--- src/rtl/gb_media_pkg.sv ---
// Game console storage control, shared definitions
// Download kinds, backup sequencer states, the 16-bit word type
// and the default widths used by the backup and cheat blocks

package gb_media_pkg;

	////////////////////////////////////////////////////////////
	// Widths

	// Low part of the block address compared against the RAM mask
	localparam int DEF_BLOCK_IDX_W = 8;

	// Word address inside one SD buffer
	localparam int DEF_BUF_ADDR_W = 8;

	// Flags, address, compare and replace are all this wide
	localparam int CHEAT_FIELD_W = 32;

	////////////////////////////////////////////////////////////
	// Types

	// One download word or SD buffer word
	typedef logic [15:0] word_t;

	// What the host is sending on the download port
	typedef enum logic [2:0] {
		DL_NONE,
		DL_CART,
		DL_PALETTE,
		DL_BIOS,
		DL_BORDER,
		DL_CODE
	} dl_kind_e;

	// Backup RAM transfer in progress
	typedef enum logic [1:0] {
		BK_IDLE,
		BK_LOAD,
		BK_SAVE
	} bk_state_e;

endpackage

--- src/rtl/download_decode.sv ---
// Download decoder
// Maps the host download index to a download kind, makes the
// end-of-cart-download pulse and keeps the backup enable flag

`timescale 1ns/1ps

module download_decode (
	input  logic       clk_sys,
	input  logic       reset,
	input  logic       ioctl_download,
	input  logic [7:0] ioctl_index,
	input  logic       img_mounted,
	input  logic       img_readonly,
	output logic       cart_download,
	output logic       palette_download,
	output logic       code_download,
	output logic       cart_done,
	output logic       bk_ena
);
	import gb_media_pkg::*;

	dl_kind_e dl_kind;
	logic     cart_dl_q;

	// Index decode, only valid while a download runs
	always_comb begin
		dl_kind = DL_NONE;
		if (ioctl_download) begin
			case (ioctl_index)
				8'h01, 8'h41, 8'h80: dl_kind = DL_CART;
				8'h03:               dl_kind = DL_PALETTE;
				8'h40:               dl_kind = DL_BIOS;
				8'h02:               dl_kind = DL_BORDER;
				8'hFF:               dl_kind = DL_CODE;
				default:             dl_kind = DL_NONE;
			endcase
		end
	end

	assign cart_download    = (dl_kind == DL_CART);
	assign palette_download = (dl_kind == DL_PALETTE);
	assign code_download    = (dl_kind == DL_CODE);

	always_ff @(posedge clk_sys) begin
		if (reset) begin
			cart_dl_q <= 1'b0;
			cart_done <= 1'b0;
			bk_ena    <= 1'b0;
		end else begin
			cart_dl_q <= cart_download;
			// One cycle after the first low cycle of cart_download
			cart_done <= cart_dl_q & ~cart_download;

			// New cartridge drops the old backup enable
			if (~cart_dl_q & cart_download)
				bk_ena <= 1'b0;
			// Save image gets mounted while the cart is coming in
			if (cart_download & img_mounted & ~img_readonly)
				bk_ena <= 1'b1;
		end
	end

endmodule

--- src/rtl/cheat_code_loader.sv ---
// Cheat code loader
// Builds one code from eight 16-bit download words and pulses it
// out to the cheat engine, and raises the list clear pulse

`timescale 1ns/1ps

module cheat_code_loader (
	input  logic                                  clk_sys,
	input  logic                                  reset,
	input  logic                                  code_download,
	input  logic                                  cart_download,
	input  logic                                  palette_download,
	input  logic                                  ioctl_wr,
	input  logic [24:0]                           ioctl_addr,
	input  gb_media_pkg::word_t                   ioctl_dout,
	output logic                                  cheat_clear,
	output logic                                  cheat_valid,
	output logic [gb_media_pkg::CHEAT_FIELD_W-1:0] cheat_flags,
	output logic [gb_media_pkg::CHEAT_FIELD_W-1:0] cheat_addr,
	output logic [gb_media_pkg::CHEAT_FIELD_W-1:0] cheat_compare,
	output logic [gb_media_pkg::CHEAT_FIELD_W-1:0] cheat_replace
);
	import gb_media_pkg::*;

	localparam int HALF_W = CHEAT_FIELD_W / 2;

	logic code_wr;

	assign code_wr = code_download & ioctl_wr;

	// Byte offset within the 16-byte code picks the field half
	always_ff @(posedge clk_sys) begin
		if (code_wr) begin
			case (ioctl_addr[3:0])
				4'd0:  cheat_flags[HALF_W-1:0]               <= ioctl_dout;
				4'd2:  cheat_flags[CHEAT_FIELD_W-1:HALF_W]   <= ioctl_dout;
				4'd4:  cheat_addr[HALF_W-1:0]                <= ioctl_dout;
				4'd6:  cheat_addr[CHEAT_FIELD_W-1:HALF_W]    <= ioctl_dout;
				4'd8:  cheat_compare[HALF_W-1:0]             <= ioctl_dout;
				4'd10: cheat_compare[CHEAT_FIELD_W-1:HALF_W] <= ioctl_dout;
				4'd12: cheat_replace[HALF_W-1:0]             <= ioctl_dout;
				4'd14: cheat_replace[CHEAT_FIELD_W-1:HALF_W] <= ioctl_dout;
				default: ;
			endcase
		end
	end

	always_ff @(posedge clk_sys) begin
		if (reset) begin
			cheat_valid <= 1'b0;
			cheat_clear <= 1'b0;
		end else begin
			// Last word of a code
			cheat_valid <= code_wr & (ioctl_addr[3:0] == 4'd14);
			// Palette downloads also empty the list
			cheat_clear <= (code_wr & (ioctl_addr == 25'd0)) | cart_download | palette_download;
		end
	end

endmodule

--- src/rtl/backup_sequencer.sv ---
// Backup RAM sequencer
// Steps through SD block requests to load or save cartridge RAM,
// plus one trailing clock block when the cartridge has an RTC.
// Also tracks the autosave pending flag

`timescale 1ns/1ps

module backup_sequencer #(
	parameter int BLOCK_IDX_W = gb_media_pkg::DEF_BLOCK_IDX_W
) (
	input  logic                   clk_sys,
	input  logic                   reset,
	input  logic                   cart_done,
	input  logic                   bk_ena,
	input  logic                   img_size_nonzero,
	input  logic                   load_req,
	input  logic                   save_req,
	input  logic                   autosave_en,
	input  logic                   osd_open,
	input  logic                   cram_wr,
	input  logic                   has_save,
	input  logic                   rtc_inuse,
	input  logic [BLOCK_IDX_W-1:0] ram_mask,
	input  logic                   sd_ack,
	output logic [31:0]            sd_lba,
	output logic                   sd_rd,
	output logic                   sd_wr,
	output logic                   bk_loading,
	output logic                   save_pending
);
	import gb_media_pkg::*;

	bk_state_e              state;
	logic                   load_req_q;
	logic                   save_req_q;
	logic                   autosave_q;
	logic                   ack_q;
	logic                   autosave;
	logic                   ack_rise;
	logic                   ack_fall;
	logic                   load_start;
	logic                   save_start;
	logic                   last_block;
	logic [BLOCK_IDX_W-1:0] blk_idx;

	////////////////////////////////////////////////////////////
	// Start and block-end detection

	assign autosave = save_pending & osd_open & autosave_en;
	assign ack_rise = sd_ack & ~ack_q;
	assign ack_fall = ~sd_ack & ack_q;

	// Load wins when both sides fire together
	assign load_start = (cart_done & img_size_nonzero & bk_ena) |
	                    (bk_ena & load_req & ~load_req_q);
	assign save_start = bk_ena & ~load_start &
	                    ((save_req & ~save_req_q) | (autosave & ~autosave_q));

	assign blk_idx = sd_lba[BLOCK_IDX_W-1:0];
	// RTC adds one block past the mask
	assign last_block = rtc_inuse ? (blk_idx > ram_mask) : (blk_idx >= ram_mask);

	assign bk_loading = (state == BK_LOAD);

	always_ff @(posedge clk_sys) begin
		if (reset) begin
			load_req_q <= 1'b0;
			save_req_q <= 1'b0;
			autosave_q <= 1'b0;
			ack_q      <= 1'b0;
		end else begin
			load_req_q <= load_req;
			save_req_q <= save_req;
			autosave_q <= autosave;
			ack_q      <= sd_ack;
		end
	end

	////////////////////////////////////////////////////////////
	// Block FSM

	always_ff @(posedge clk_sys) begin
		if (reset) begin
			state  <= BK_IDLE;
			sd_lba <= '0;
			sd_rd  <= 1'b0;
			sd_wr  <= 1'b0;
		end else begin
			// Host has seen the request
			if (ack_rise) begin
				sd_rd <= 1'b0;
				sd_wr <= 1'b0;
			end

			case (state)
				BK_IDLE: begin
					if (load_start) begin
						state  <= BK_LOAD;
						sd_lba <= '0;
						sd_rd  <= 1'b1;
						sd_wr  <= 1'b0;
					end else if (save_start) begin
						state  <= BK_SAVE;
						sd_lba <= '0;
						sd_rd  <= 1'b0;
						sd_wr  <= 1'b1;
					end
				end
				BK_LOAD, BK_SAVE: begin
					if (ack_fall) begin
						if (last_block) begin
							state <= BK_IDLE;
						end else begin
							sd_lba <= sd_lba + 32'd1;
							sd_rd  <= (state == BK_LOAD);
							sd_wr  <= (state == BK_SAVE);
						end
					end
				end
				default: state <= BK_IDLE;
			endcase
		end
	end

	// Game wrote cart RAM while playing
	always_ff @(posedge clk_sys) begin
		if (reset)
			save_pending <= 1'b0;
		else if ((state == BK_IDLE) & (load_start | save_start))
			save_pending <= 1'b0;
		else if (cram_wr & ~osd_open & has_save & bk_ena)
			save_pending <= 1'b1;
	end

endmodule

--- src/rtl/backup_data_path.sv ---
// Backup data path
// Forms the backup RAM address and write strobes from the SD buffer
// side, and picks RAM data or RTC words for the host on saves

`timescale 1ns/1ps

module backup_data_path #(
	parameter int BLOCK_IDX_W = gb_media_pkg::DEF_BLOCK_IDX_W,
	parameter int BUF_ADDR_W  = gb_media_pkg::DEF_BUF_ADDR_W
) (
	input  logic [31:0]                       sd_lba,
	input  logic [BUF_ADDR_W-1:0]             sd_buff_addr,
	input  gb_media_pkg::word_t               sd_buff_dout,
	input  logic                              sd_buff_wr,
	input  logic                              sd_ack,
	input  logic [BLOCK_IDX_W-1:0]            ram_mask,
	input  gb_media_pkg::word_t               bk_q,
	input  logic [31:0]                       rtc_timestamp,
	input  logic [31:0]                       rtc_savedtime,
	output logic [BLOCK_IDX_W+BUF_ADDR_W-1:0] bk_addr,
	output gb_media_pkg::word_t               bk_data,
	output logic                              bk_wr,
	output logic                              bk_rtc_wr,
	output gb_media_pkg::word_t               sd_buff_din
);

	logic [BLOCK_IDX_W-1:0] blk_idx;
	logic                   data_blk;

	assign blk_idx  = sd_lba[BLOCK_IDX_W-1:0];
	// Anything past the mask is the clock block
	assign data_blk = (blk_idx <= ram_mask);

	assign bk_addr   = {blk_idx, sd_buff_addr};
	assign bk_data   = sd_buff_dout;
	assign bk_wr     = sd_buff_wr & sd_ack & data_blk;
	assign bk_rtc_wr = sd_buff_wr & sd_ack & ~data_blk;

	always_comb begin
		if (data_blk) begin
			sd_buff_din = bk_q;
		end else begin
			case (sd_buff_addr)
				0:       sd_buff_din = rtc_timestamp[15:0];
				1:       sd_buff_din = rtc_timestamp[31:16];
				2:       sd_buff_din = rtc_savedtime[15:0];
				3:       sd_buff_din = rtc_savedtime[31:16];
				default: sd_buff_din = '1;
			endcase
		end
	end

endmodule

--- src/rtl/gb_media_ctrl.sv ---
// Storage-side control of the console core
// Download decoding, cheat code assembly and backup RAM load/save
// over the SD block handshake

`timescale 1ns/1ps

module gb_media_ctrl #(
	parameter int BLOCK_IDX_W = gb_media_pkg::DEF_BLOCK_IDX_W,
	parameter int BUF_ADDR_W  = gb_media_pkg::DEF_BUF_ADDR_W
) (
	input  logic                                   clk_sys,
	input  logic                                   reset,
	// Host download port
	input  logic                                   ioctl_download,
	input  logic [7:0]                             ioctl_index,
	input  logic                                   ioctl_wr,
	input  logic [24:0]                            ioctl_addr,
	input  gb_media_pkg::word_t                    ioctl_dout,
	// SD block handshake
	output logic [31:0]                            sd_lba,
	output logic                                   sd_rd,
	output logic                                   sd_wr,
	input  logic                                   sd_ack,
	input  logic [BUF_ADDR_W-1:0]                  sd_buff_addr,
	input  gb_media_pkg::word_t                    sd_buff_dout,
	input  logic                                   sd_buff_wr,
	output gb_media_pkg::word_t                    sd_buff_din,
	input  logic                                   img_mounted,
	input  logic                                   img_readonly,
	input  logic                                   img_size_nonzero,
	// Cartridge side
	input  logic [BLOCK_IDX_W-1:0]                 ram_mask,
	input  logic                                   rtc_inuse,
	input  logic                                   has_save,
	input  logic                                   cram_wr,
	input  gb_media_pkg::word_t                    bk_q,
	input  logic [31:0]                            rtc_timestamp,
	input  logic [31:0]                            rtc_savedtime,
	output logic [BLOCK_IDX_W+BUF_ADDR_W-1:0]      bk_addr,
	output gb_media_pkg::word_t                    bk_data,
	output logic                                   bk_wr,
	output logic                                   bk_rtc_wr,
	output logic                                   bk_loading,
	output logic                                   save_pending,
	// Options
	input  logic                                   load_req,
	input  logic                                   save_req,
	input  logic                                   autosave_en,
	input  logic                                   osd_open,
	// Cheat engine
	output logic                                   cheat_clear,
	output logic                                   cheat_valid,
	output logic [gb_media_pkg::CHEAT_FIELD_W-1:0] cheat_flags,
	output logic [gb_media_pkg::CHEAT_FIELD_W-1:0] cheat_addr,
	output logic [gb_media_pkg::CHEAT_FIELD_W-1:0] cheat_compare,
	output logic [gb_media_pkg::CHEAT_FIELD_W-1:0] cheat_replace
);

	logic cart_download;
	logic palette_download;
	logic code_download;
	logic cart_done;
	logic bk_ena;

	////////////////////////////////////////////////////////////
	// Decode

	download_decode u_download_decode (
		.clk_sys          (clk_sys),
		.reset            (reset),
		.ioctl_download   (ioctl_download),
		.ioctl_index      (ioctl_index),
		.img_mounted      (img_mounted),
		.img_readonly     (img_readonly),
		.cart_download    (cart_download),
		.palette_download (palette_download),
		.code_download    (code_download),
		.cart_done        (cart_done),
		.bk_ena           (bk_ena)
	);

	////////////////////////////////////////////////////////////
	// Execute

	cheat_code_loader u_cheat_code_loader (
		.clk_sys          (clk_sys),
		.reset            (reset),
		.code_download    (code_download),
		.cart_download    (cart_download),
		.palette_download (palette_download),
		.ioctl_wr         (ioctl_wr),
		.ioctl_addr       (ioctl_addr),
		.ioctl_dout       (ioctl_dout),
		.cheat_clear      (cheat_clear),
		.cheat_valid      (cheat_valid),
		.cheat_flags      (cheat_flags),
		.cheat_addr       (cheat_addr),
		.cheat_compare    (cheat_compare),
		.cheat_replace    (cheat_replace)
	);

	backup_sequencer #(
		.BLOCK_IDX_W (BLOCK_IDX_W)
	) u_backup_sequencer (
		.clk_sys          (clk_sys),
		.reset            (reset),
		.cart_done        (cart_done),
		.bk_ena           (bk_ena),
		.img_size_nonzero (img_size_nonzero),
		.load_req         (load_req),
		.save_req         (save_req),
		.autosave_en      (autosave_en),
		.osd_open         (osd_open),
		.cram_wr          (cram_wr),
		.has_save         (has_save),
		.rtc_inuse        (rtc_inuse),
		.ram_mask         (ram_mask),
		.sd_ack           (sd_ack),
		.sd_lba           (sd_lba),
		.sd_rd            (sd_rd),
		.sd_wr            (sd_wr),
		.bk_loading       (bk_loading),
		.save_pending     (save_pending)
	);

	////////////////////////////////////////////////////////////
	// Result

	backup_data_path #(
		.BLOCK_IDX_W (BLOCK_IDX_W),
		.BUF_ADDR_W  (BUF_ADDR_W)
	) u_backup_data_path (
		.sd_lba        (sd_lba),
		.sd_buff_addr  (sd_buff_addr),
		.sd_buff_dout  (sd_buff_dout),
		.sd_buff_wr    (sd_buff_wr),
		.sd_ack        (sd_ack),
		.ram_mask      (ram_mask),
		.bk_q          (bk_q),
		.rtc_timestamp (rtc_timestamp),
		.rtc_savedtime (rtc_savedtime),
		.bk_addr       (bk_addr),
		.bk_data       (bk_data),
		.bk_wr         (bk_wr),
		.bk_rtc_wr     (bk_rtc_wr),
		.sd_buff_din   (sd_buff_din)
	);

endmodule

--- config.mk ---
export PLATFORM = sky130hd
export DESIGN_NAME = gb_media_ctrl
export DESIGN_NICKNAME = d
export VERILOG_FILES = /design/src/rtl/gb_media_pkg.sv /design/src/rtl/download_decode.sv /design/src/rtl/cheat_code_loader.sv /design/src/rtl/backup_sequencer.sv /design/src/rtl/backup_data_path.sv /design/src/rtl/gb_media_ctrl.sv
export SDC_FILE = /design/constraint.sdc
export NUM_CORES = 1
export LEC_CHECK = 0
export ABC_AREA = 1
export BUFFER_PORTS_ARGS = -buffer_cell sky130_fd_sc_hd__buf_2
export CORE_AREA = 2 2 153 155
export CTS_BUF_LIST = sky130_fd_sc_hd__clkbuf_2 sky130_fd_sc_hd__clkbuf_4 sky130_fd_sc_hd__clkbuf_8
export CTS_CLUSTER_SIZE = 14
export DETAILED_ROUTE_END_ITERATION = 12
export DIE_AREA = 0 0 155 157
export GPL_TIMING_DRIVEN = 0
export PLACE_DENSITY = 0.68
export SYNTH_ARGS = -nofsm -noshare
export SYNTH_HDL_FRONTEND = slang
export SYNTH_SLANG_ARGS = --single-unit
--- constraint.sdc ---
create_clock -name clk_sys -period 2 [get_ports clk_sys]
set_input_delay 0.1 -clock clk_sys [delete_from_list [all_inputs] [get_ports clk_sys]]
set_output_delay 0.1 -clock clk_sys [all_outputs]
set_load 0.05 [all_outputs]
After elaboration in Yosys (flattened, before gate mapping)
Index checks and enable logic that the tools add are counted.
W data, S select, Z words.
{ "op_classes": {"div_mod_pow": 0, "reduce_logical": 19, "addsub": 1, "bitwise": 42, "eq_ne": 26, "magnitude_cmp": 3, "multipliers": 0, "n_shift": 0, "mux": 29} }
{ "op_table": {"columns": ["cell", "n"], "rows": [
  ["$mux W32", 4],
  ["$pmux W16 S4", 1],
  ["$pmux W32 S2", 1],
  ["$add A32 B1 Y32 const B", 1],
  ["$eq A8 B2 Y1 const B", 4],
  ["$and A1 B1 Y1", 26],
  ["$logic_not A25 Y1", 1],
  ["$eq A4 B4 Y1 const B", 4],
  ["$eq A8 B1 Y1 const B", 2],
  ["$eq A8 B7 Y1 const B", 2],
  ["$eq A8 B8 Y1 const B", 2],
  ["$mux W16", 1],
  ["$reduce_and A2 Y1", 8],
  ["$pmux W3 S5", 1],
  ["$mux W1", 13],
  ["$not A1 Y1", 11],
  ["$eq A4 B3 Y1 const B", 2],
  ["$ge A8 B8 Y1", 1],
  ["$gt A8 B8 Y1", 1],
  ["$le A8 B8 Y1", 1],
  ["$logic_not A8 Y1", 1],
  ["$mux W2", 4],
  ["$or A1 B1 Y1", 5],
  ["$eq A4 B2 Y1 const B", 1],
  ["other kinds (18)", 22]
]} }
{ "word_totals": {"mem_bits_ro": 0, "out_inout_bits": 216, "regBits": 174, "mem_bits_rw": 0, "in_bits": 177, "latch_bits": 0, "n_memories": 0, "wordCells": 142} }

Logic depth before layout (Yosys ltp)
Gate-level depths: netlist of the first run.
{ "logic_depth": {"ltp_word": 9, "ltp_mapped": 15, "ltp_nobuf": 14} }

Modules after synthesis
From an unflattened synthesis of the first run, not the netlist that was laid out.
{ "hier_totals": {"cells_unflattened": 1033, "area_unflattened_um2": 9107.5} }
{ "modules_own_cells": {"columns": ["module", "instances", "area_each_um2", "cells_per_inst"], "rows": [
  ["cheat_code_loader", 1, 4080.2, 176],
  ["backup_sequencer", 1, 3064.2, 507],
  ["backup_data_path", 1, 1595.3, 282],
  ["download_decode", 1, 367.9, 68]
]} }

Least setup slack after synthesis of the first run
OpenSTA, ideal clock, no wires.
{ "synth_timing": {"path_kind": "reg2out", "start": "register u_backup_sequencer.sd_lba[0]", "end": "output bk_wr", "required_time_ns": 1.900, "path_stages_with_launch": 10, "slack_ns": -1.020, "n_path_buf": 1, "t_arrival_ns": 2.920, "cell_sequence": "dfxtp_1 -> inv_2 -> ha_1 -> nand2_1 -> nor2_1 -> nand2_1 -> nand2_1 -> inv_1 -> buf_2 -> nor3_1"} }
{ "synth_via": {"elab_chain_cells": 2} }
{ "synth_rtl": {"columns": ["item", "line_no", "rtl"], "rows": [
  ["from (decl)", "backup_sequencer.sv:25", "output logic [31:0] sd_lba,"],
  ["from (signal assigned)", "backup_sequencer.sv:114", "sd_lba <= sd_lba + 32'd1;"],
  ["$le A8 B8 Y1", "backup_data_path.sv:32", "assign data_blk = (blk_idx <= ram_mask);"],
  ["$and A1 B1 Y1", "backup_data_path.sv:36", "assign bk_wr = sd_buff_wr & sd_ack & data_blk;"],
  ["to (decl)", "gb_media_ctrl.sv:41", "output logic bk_wr,"]
]} }
Every way passes these cells.

Final worst setup path of the first run
{ "layout_timing": {"start": "register u_backup_sequencer.sd_lba[3]", "end": "output sd_buff_din[4]"} }
{ "layout_via": {"elab_chain_cells": 2} }
{ "layout_rtl": {"columns": ["item", "line_no", "rtl"], "rows": [
  ["$le A8 B8 Y1", "backup_data_path.sv:32", null],
  ["$mux W16", "backup_data_path.sv:40", "if (data_blk) begin"],
  ["to (decl)", "gb_media_ctrl.sv:27", "output gb_media_pkg::word_t sd_buff_din,"]
]} }
Every way passes these cells.

==> flow_summary.ini, run 1 <==
[worst_hold_path]
worstHoldPathType = input pin to register

[global_routing]
met1_usage_pct = 28.26
grt_pass1_vias = 7312
grt_pass1_wl_microns = 41980
grt_util_met3_pct = 5.452
grt_max_degree = 19
top_usage_layer = met2
grt_remaining_overflow = 0
use_met2_pct = 39.30
antenna_found_initial = 3
gr-usage-all-layers_pct = 22.76

[yosys]
netlist_instances = 882
yosysSeqAreaShare_pct = 57.79
syn_nets = 1072
ys_dominant_reg_cell = edfxtp_1
ys_ff_latch = 174
synthDistinctLibCells = 40
ys_async_sr_fraction_pct = 0
synth_edf_count = 128
netlist_area_sq_mm = 0.008244
synth_area_per_cell_sq_um = 9.347
synth_warnings = 0

[placed_design]
routabilityCongestion = 0.9566
place_hpwl_microns = 21660
numPortBuffers = 375
postPlaceCellArea_sq_mm = 0.01065

[drt]
routed-via-count = 8020
routed_via_density = 4.896
firstDrtPassIters = 5
drt_wl_total_microns = 29000
avgRoutedWirePerCell_microns = 17.71
drtAntennaViolNets = 0
drc = 0
drt-initial-drc-count = 472

[timing]
period_minus_slack_ns = 2.296
hold_slack_ns = 0.04198
maxSlewHeadroom_pct = 46.71
tightest_slew_ns = 0.7993
fin_ws_ns = -0.2957
final-hold-violation-count = 0
maxClockFrequency_mhz = 435.6
min_period_over_period_pct = 114.8
drv_slew = 0
setup-violations-final = 50
finClkSkew_ns = 0.01169
rsz0062_at_grt = yes

[worst_setup_path]
crit_fanout = 7
crit_required_ns = 1.90
critPathLaunchType = register
worstPathArrival_ns = 2.20
worstSetupPathType = register to output pin
cp-end-kind = output pin

[cells_and_area]
areaGrowthSynthToFinish_pct = 49.19
drive_gt1_share_pct = 48.00
regArea_sq_mm = 0.004797
finish.net_count = 1528
final_util_pct = 54.66
multi_input_area_sq_mm = 0.003361
fill_cells = 2042
final_area_sq_mm = 0.01230

[clocking]
clk_pin_slew_ns = 0.10
clk_latency_ns = 0.45
cts_max_path_buffers = 2
cts_htree_levels = 4
cts_inserted_buffers = 17
numClockSinks = 174
tritoncts = done
cts-root-buf = clkbuf_8

[floorplan]
start_util_pct = 36.64
coreArea_sq_mm = 0.02250
rows = 55
fp.dieArea_sq_mm = 0.02434
pin_count = 393
fp.dieH_microns = 157
die-width_microns = 155

[job]
max_cap_violations = 0

[power_and_ir_drop]
leakage_nw = 5.118
ir_drop_v = 0.0005176
power.density_mw_per_mm2 = 596.3

[outcome]
status = finished, violations left
violations = setup timing
==> routing by layer <==
metal  part of all wire (%)  wire (microns)
met2                     49           14320
met3                    8.2            2374
met1                     40           11570
met4                    2.5             738
met5                      0               0
==> layout make-up <==
| type | count | share of cell area [%] |
|---|---|---|
| diodes | 3 | 0.06104 |
| plain buffers | 53 | 3.581 |
| clock buffers | 17 | 1.902 |
| clock inverters | 14 | 1.394 |
| inverters | 60 | 2.004 |
| multi-input cells | 595 | 27.32 |
| flip-flops and latches | 174 | 39.00 |
| well taps | 285 | 2.899 |
| repair buffers | 437 | 21.83 |
==> synthesized netlist by cell type, types with 2 or more instances <==
library cell	instances	share of area (%)
nor4_1	2	0.15
nor3_1	7	0.42
xor2_1	15	1.6
buf_2	3	0.18
o21ai_1	9	0.55
edfxtp_1	128	47
nand4_1	15	1.1
or2_2	2	0.15
nand2_2	7	0.53
clkbuf_1	7	0.32
nor2_2	11	0.83
o21bai_1	2	0.18
nor2_1	112	5.1
ha_1	13	2.0
a21oi_1	35	2.1
xnor2_1	9	0.96
a21oi_2	10	1.1
nand3b_1	2	0.18
o21ai_0	12	0.73
buf_6	3	0.41
dfxtp_1	46	11
buf_4	39	3.6
nand3_1	50	3.0
inv_1	57	2.6
nor4_4	2	0.52
nand2_1	270	12
==> power breakdown <==
group / internal (mW) / total [mW] / switching (mW) / leakage, nW
clock network: 1.05 / 2.48 / 1.43 / 0.200
logic: 0.408 / 0.985 / 0.577 / 3.39
registers: 3.86 / 3.87 / 0.00673 / 1.53
==> flip-flops by register name, summed over array words and instances (netlist names), 2 cells and up <==
signal,cells
u_cheat_code_loader.cheat_compare,32
u_cheat_code_loader.cheat_addr,32
u_backup_sequencer.state,2
u_backup_sequencer.sd_lba,32
u_cheat_code_loader.cheat_flags,32
u_cheat_code_loader.cheat_replace,32
==> cell usage in the layout, fill, tap and decap left out, types with 3 or more instances in the layout <==
cell,instances
buf_2,358
nand2_1,216
edfxtp_1,128
nor2_1,101
buf_4,57
inv_1,55
nand2_2,55
nand3_1,48
dfxtp_1,36
a21oi_2,26
dlygate4sd3_1,25
buf_6,21
a21oi_1,19
nor2_2,17
clkbuf_8,17
nand4_1,15
xor2_1,15
buf_8,14
o21ai_2,11
xnor2_1,9
dfxtp_4,8
o21ai_0,7
ha_4,7
nand2_4,6
nor2_4,6
clkbuf_1,6
ha_1,6
inv_8,6
nor3_1,5
buf_12,4
diode_2,3
nor3_4,3
clkinvlp_4,3
clkbuf_16,3
clkinv_8,3
==> stage by stage <==
stage	power, mW	instances	setup TNS [ns]	setup WS (ns)
2_1_floorplan	4.387	882	-0.9300	-0.02824
3_3_place_gp	4.689	1542	-92.46	-0.8683
3_5_place_dp	4.699	1547	-24.57	-0.4414
4_1_cts	7.341	1630	-10.93	-0.3312
5_1_grt	7.621	1638	-16.54	-0.4131
6_report	7.334	1638	-11.26	-0.2957
==> path summary, 6_finish.rpt <==
kind	startpoint	endpoint	slack (ns)	cells after the start
setup / recovery	u_backup_sequencer.sd_lba[3]	sd_buff_din[4]	-0.30	13
hold reg to reg	u_download_decode.cart_dl_q	u_download_decode.cart_done	0.47	2
setup reg to reg	u_backup_sequencer.sd_lba[3]	u_backup_sequencer.sd_lba[17]	-0.26	16
hold / removal	sd_ack	u_backup_sequencer.ack_q	0.04	3
==> critical path: stages, from the launching register on <==
cell and delay [ns]:
dfxtp_4 0.37, ha_4 0.26, nand2_4 0.08, inv_2 0.04, nand2_2 0.05, nand2_2 0.06
nand2_2 0.08, nand2_2 0.06, nand2_4 0.07, clkinvlp_4 0.16, buf_6 0.19, o21ai_1 0.08
nand2_1 0.08, buf_6 0.16
==> cells by family after synthesis <==
logic type,after synthesis,synth area share [%]
compound gates,72,5.054
flops,174,57.79
fa+ha+maj,13,1.973
buf+inv,113,7.330
simple gates,486,25.30
xor+xnor,24,2.550
==> timing repair <==
item	4_1_cts	5_1_grt
endpoints found under the setup margin	49	86
hold endpoints to repair	134	0
hold buffers	25	0
cloned	4	1
buffers inserted	23	5
pin swaps	18	31
gates resized for setup	99	84
Power figures use the tool's default switching activity.
==> run 2: changes to the inputs <==
HOLD_SLACK_MARGIN = 0.1   (was not set)
SLEW_MARGIN = 30   (was not set)
==> flow_summary.ini, run 2 (synthesis gave the netlist of run 1 again) <==
[outcome]
status = finished, violations left
violations = setup timing

[cells_and_area]
mostFrequentLayoutCells = 358 x buf_2, 247 x nand2_1, 128 x edfxtp_1, 102 x nor2_1, 58 x buf_4
final_cells = 1630
final_area_sq_mm = 0.01192
finish.net_count = 1521
final_util_pct = 52.98
final_common_cell = buf_2
drive_gt1_share_pct = 43.75
areaGrowthSynthToFinish_pct = 44.60
fill_cells = 2078

[worst_setup_path]
worstSetupPathType = register to output pin
cp.buffers_inverters = 3
worstPathCellList = ha_4 > a21oi_2 > nor2_1 > nor2_2 > nand2_2 > nand2_4 > clkinvlp_4 > clkbuf_16 > o21ai_4 > nand2_2 > buf_8
crit_slowest_cell = dfxtp_4
crit_fanout = 5
cp_common_cell = nand2_2
cp-end-kind = output pin
r2r_setup_slack_ns = -0.25
worstPathArrival_ns = 2.21
critPathTopFamily = buffers and inverters
crit_required_ns = 1.90
slowest_delay_ns = 0.37
critPathLaunchType = register

[placed_design]
postPlaceCellArea_sq_mm = 0.01063
place_hpwl_microns = 21720
routabilityCongestion = 0.9566
numPortBuffers = 375
dp.cells = 1545

[drt]
firstDrtPassIters = 5
drt_wl_total_microns = 28300
routed_via_density = 4.779
routed-via-count = 7790
avgRoutedWirePerCell_microns = 17.36
drc = 0
drt-initial-drc-count = 453
drtAntennaViolNets = 0

[global_routing]
grt_pass1_vias = 7284
grt_remaining_overflow = 0
antenna_found_initial = 1
grt_max_degree = 20
gr-usage-all-layers_pct = 22.56
grt_pass1_wl_microns = 41860

[clocking]
cts-root-buf = clkbuf_8
clk_latency_ns = 0.45
cts_htree_levels = 4
numClockSinks = 174
tritoncts = done
cts_max_path_buffers = 2
cts_inserted_buffers = 17
clk_pin_slew_ns = 0.09

[timing]
fin_ws_ns = -0.3142
drv_slew = 0
setup-violations-final = 54
min_period_over_period_pct = 115.7
maxClockFrequency_mhz = 432.1
hold_slack_ns = 0.1409
setup_tns_ns = -11.69
finClkSkew_ns = 0.01722
final-hold-violation-count = 0
rsz0062_at_grt = yes
period_minus_slack_ns = 2.314
maxSlewHeadroom_pct = 56.70
tightest_slew_ns = 0.6495

[floorplan]
die-width_microns = 155
coreArea_sq_mm = 0.02250
fp.dieH_microns = 157
pin_count = 393
fp.dieArea_sq_mm = 0.02434
start_util_pct = 36.64
rows = 55

[job]
max_cap_violations = 0

[power_and_ir_drop]
ir_drop_v = 0.0004385
power.density_mw_per_mm2 = 596.5
leakage_nw = 4.950

[worst_hold_path]
worstHoldPathType = input pin to register
==> run 2: cell types whose count changed in the layout (fill, tap and decap cells not counted), sizes merged <==
cell	change
dlygate4sd3	+4
clkinvlp	+1
diode	-2
bufinv	-1
buf	-10
==> run 2: power breakdown <==
part           internal (mW)  switching (mW)
sequential              3.86         0.00625
clock                  0.946            1.42
combinational          0.342           0.536
total                   5.15            1.97
==> run 2: path summary, 6_finish.rpt <==
path,from,to,depth (start not counted)
worst min-delay path,reset,u_backup_sequencer.save_pending,2
worst max register to register,u_backup_sequencer.sd_lba[7],u_backup_sequencer.sd_lba[13],13
worst min register to register,u_download_decode.cart_dl_q,u_download_decode.cart_done,2
worst max-delay path,u_backup_sequencer.sd_lba[5],sd_buff_din[14],11
==> run 2: metrics by stage <==
step	total power [mW]	setup slack, ns
3_3_place_gp	4.689	-0.8683
5_1_grt	7.355	-0.4132
2_1_floorplan	4.387	-0.02824
6_report	7.112	-0.3142
4_1_cts	7.147	-0.3244
3_5_place_dp	4.702	-0.4194
==> run 2: timing repair <==
item	CTS	global route
buffers inserted	18	4
hold endpoints to repair	139	0
setup endpoints to repair	49	63
gates resized for setup	87	24
cloned	1	0
hold buffers	30	0
pin swaps	20	10
==> run 2: layer usage <==
metal	global-route usage, %	part of all wire (%)
met3	4.213	7.0
met1	28.62	41
met2	40.06	50
met5	0	0
met4	5.115	1.4
==> run 2: cell type report <==
cell class / count / area [sq um] / share of cell area, %
buffer: 53 / 416.7 / 3.495
antenna: 1 / 2.502 / 0.02099
clock inverter: 14 / 145.1 / 1.217
sequential: 174 / 4795 / 40.22
clock buffer: 18 / 241.5 / 2.026
inverter: 60 / 242.7 / 2.036
multi-input combinational: 595 / 3192 / 26.77
tap: 285 / 356.6 / 2.991
timing repair buffer: 430 / 2530 / 21.22
==> run 3: changes to the inputs <==
GPL_TIMING_DRIVEN = not set   (was 0)
==> flow_summary.ini, run 3 (synthesis gave the netlist of run 1 again) <==
[worst_setup_path]
worstSetupPathType = register to output pin
worstPathArrival_ns = 2.16
cp_common_cell = nand2_2
slowest_delay_ns = 0.38
critPathTopFamily = simple AND/OR/NAND/NOR gates
reg2reg_from = u_backup_sequencer.sd_lba[3]
r2r_setup_slack_ns = -0.11
crit_fanout = 8
crit_slowest_cell = dfxtp_4
critPathLaunchType = register
crit_required_ns = 1.90
cp.buffers_inverters = 4
startpoint = u_backup_sequencer.sd_lba[0]
worstPathCellList = inv_4 > ha_2 > nand2_2 > nor2_2 > nand2_2 > nand2_4 > inv_6 > clkbuf_16 > o21ai_1 > nand2_2 > buf_8
cp-end-kind = output pin

[floorplan]
coreArea_sq_mm = 0.02250
fp.dieH_microns = 157
die-width_microns = 155
rows = 55
start_util_pct = 36.64
fp.dieArea_sq_mm = 0.02434
pin_count = 393

[global_routing]
grt_pass1_vias = 7240
grt_remaining_overflow = 0
antenna_found_initial = 0
grt_pass1_wl_microns = 39920
grt_max_degree = 42
gr-usage-all-layers_pct = 21.44

[timing]
tightest_slew_ns = 0.5213
drv_slew = 0
maxClockFrequency_mhz = 442.9
fin_ws_ns = -0.2580
maxSlewHeadroom_pct = 65.25
setup_tns_ns = -5.963
period_minus_slack_ns = 2.258
rsz0062_at_grt = yes
final-hold-violation-count = 0
finClkSkew_ns = 0.01298
min_period_over_period_pct = 112.9
setup-violations-final = 49

[cells_and_area]
mostFrequentLayoutCells = 342 x buf_2, 251 x nand2_1, 128 x edfxtp_1, 107 x nor2_1, 55 x inv_1
final_util_pct = 52.19
regArea_sq_mm = 0.004792
fill_cells = 2049
drive_gt1_share_pct = 41.55
antenna_cells = 0
final_cells = 1587
areaGrowthSynthToFinish_pct = 42.46
multi_input_area_sq_mm = 0.003112
finish.net_count = 1479
final_common_cell = buf_2

[clocking]
cts_max_path_buffers = 2
clk_latency_ns = 0.46
cts-root-buf = clkbuf_8
clk_pin_slew_ns = 0.10
numClockSinks = 174
cts_htree_levels = 4
cts_inserted_buffers = 17
tritoncts = done

[drt]
firstDrtPassIters = 5
drt_wl_total_microns = 27060
avgRoutedWirePerCell_microns = 17.05
drt-initial-drc-count = 619
routed-via-count = 7641
drtAntennaViolNets = 0
drc = 0
routed_via_density = 4.815

[placed_design]
dp.cells = 1509
place_hpwl_microns = 20410
routabilityCongestion = 0.9302
numPortBuffers = 360
dpl_worst_slack_ns = 0.08990

[power_and_ir_drop]
pwr-share-seq_pct = 54.0
netSwitchingFraction_pct = 28.08
pwr-share-comb_pct = 10.5
intPower_mw = 5.155
p_switching_mw = 2.013
leakage_nw = 4.851
power.density_mw_per_mm2 = 610.2
total_power_mw = 7.167
clkPwrFrac_pct = 35.5
ir_drop_v = 0.0004243

[outcome]
violations = setup timing
status = finished, violations left

[job]
max_cap_violations = 0

[worst_hold_path]
min_from = ioctl_addr[17]
worstHoldPathType = input pin to register
==> run 3: area by class of cell <==
class                      count  area share, %
sequential                   174          40.80
multi-input combinational    595          26.49
timing repair buffer         441          23.92
tap                          285          3.036
inverter                      60          2.067
clock buffer                  17          1.992
clock inverter                15          1.694
==> run 3: through the flow <==
stage / area, sq um / hold slack [ns]
after CTS: 11510 / 0.1001
after detailed placement: 10510 / 0.2003
after floorplan: 8322 / 0.1989
final: 11750 / 0.1519
after global routing: 11750 / 0.1370
after global placement: 10510 / 0.2003
==> run 3: worst min-delay path, cell delays in order <==
cell and delay [ns]:
buf_2 0.07, nor4_1 0.04, nand4_1 0.13, nor2_1 0.06, nor2_1 0.10, nor2_1 0.05
==> run 3: worst paths after layout <==
kind	endpoint	depth (start not counted)
worst max-delay path	sd_buff_din[11]	11
worst min-delay path	u_cheat_code_loader.cheat_clear	6
worst max register to register	u_backup_sequencer.sd_lba[7]	14
worst min register to register	u_download_decode.cart_done	2
==> run 3: metal layers <==
layer	global-route usage (%)	routed length, microns
met1	26.82	10940
met2	37.29	13380
met3	4.983	2242
met4	5.864	498
met5	0	0
==> run 3: power groups by stage <==
stage | clock network (mW) | logic [mW] | registers [mW]
floorplan | 0 | 0.426 | 3.96
global placement | 0 | 0.624 | 3.95
detailed placement | 0 | 0.630 | 3.95
CTS | 2.60 | 0.718 | 3.87
global route | 2.73 | 0.812 | 3.87
finish | 2.55 | 0.755 | 3.87
==> run 3: repair_timing <==
action,in CTS,in global routing
hold endpoints to repair,141,0
pin swaps,5,10
setup endpoints to repair,18,51
gates cloned,0,2
gates resized for setup,58,37
buffers inserted,5,7
hold buffers,32,0
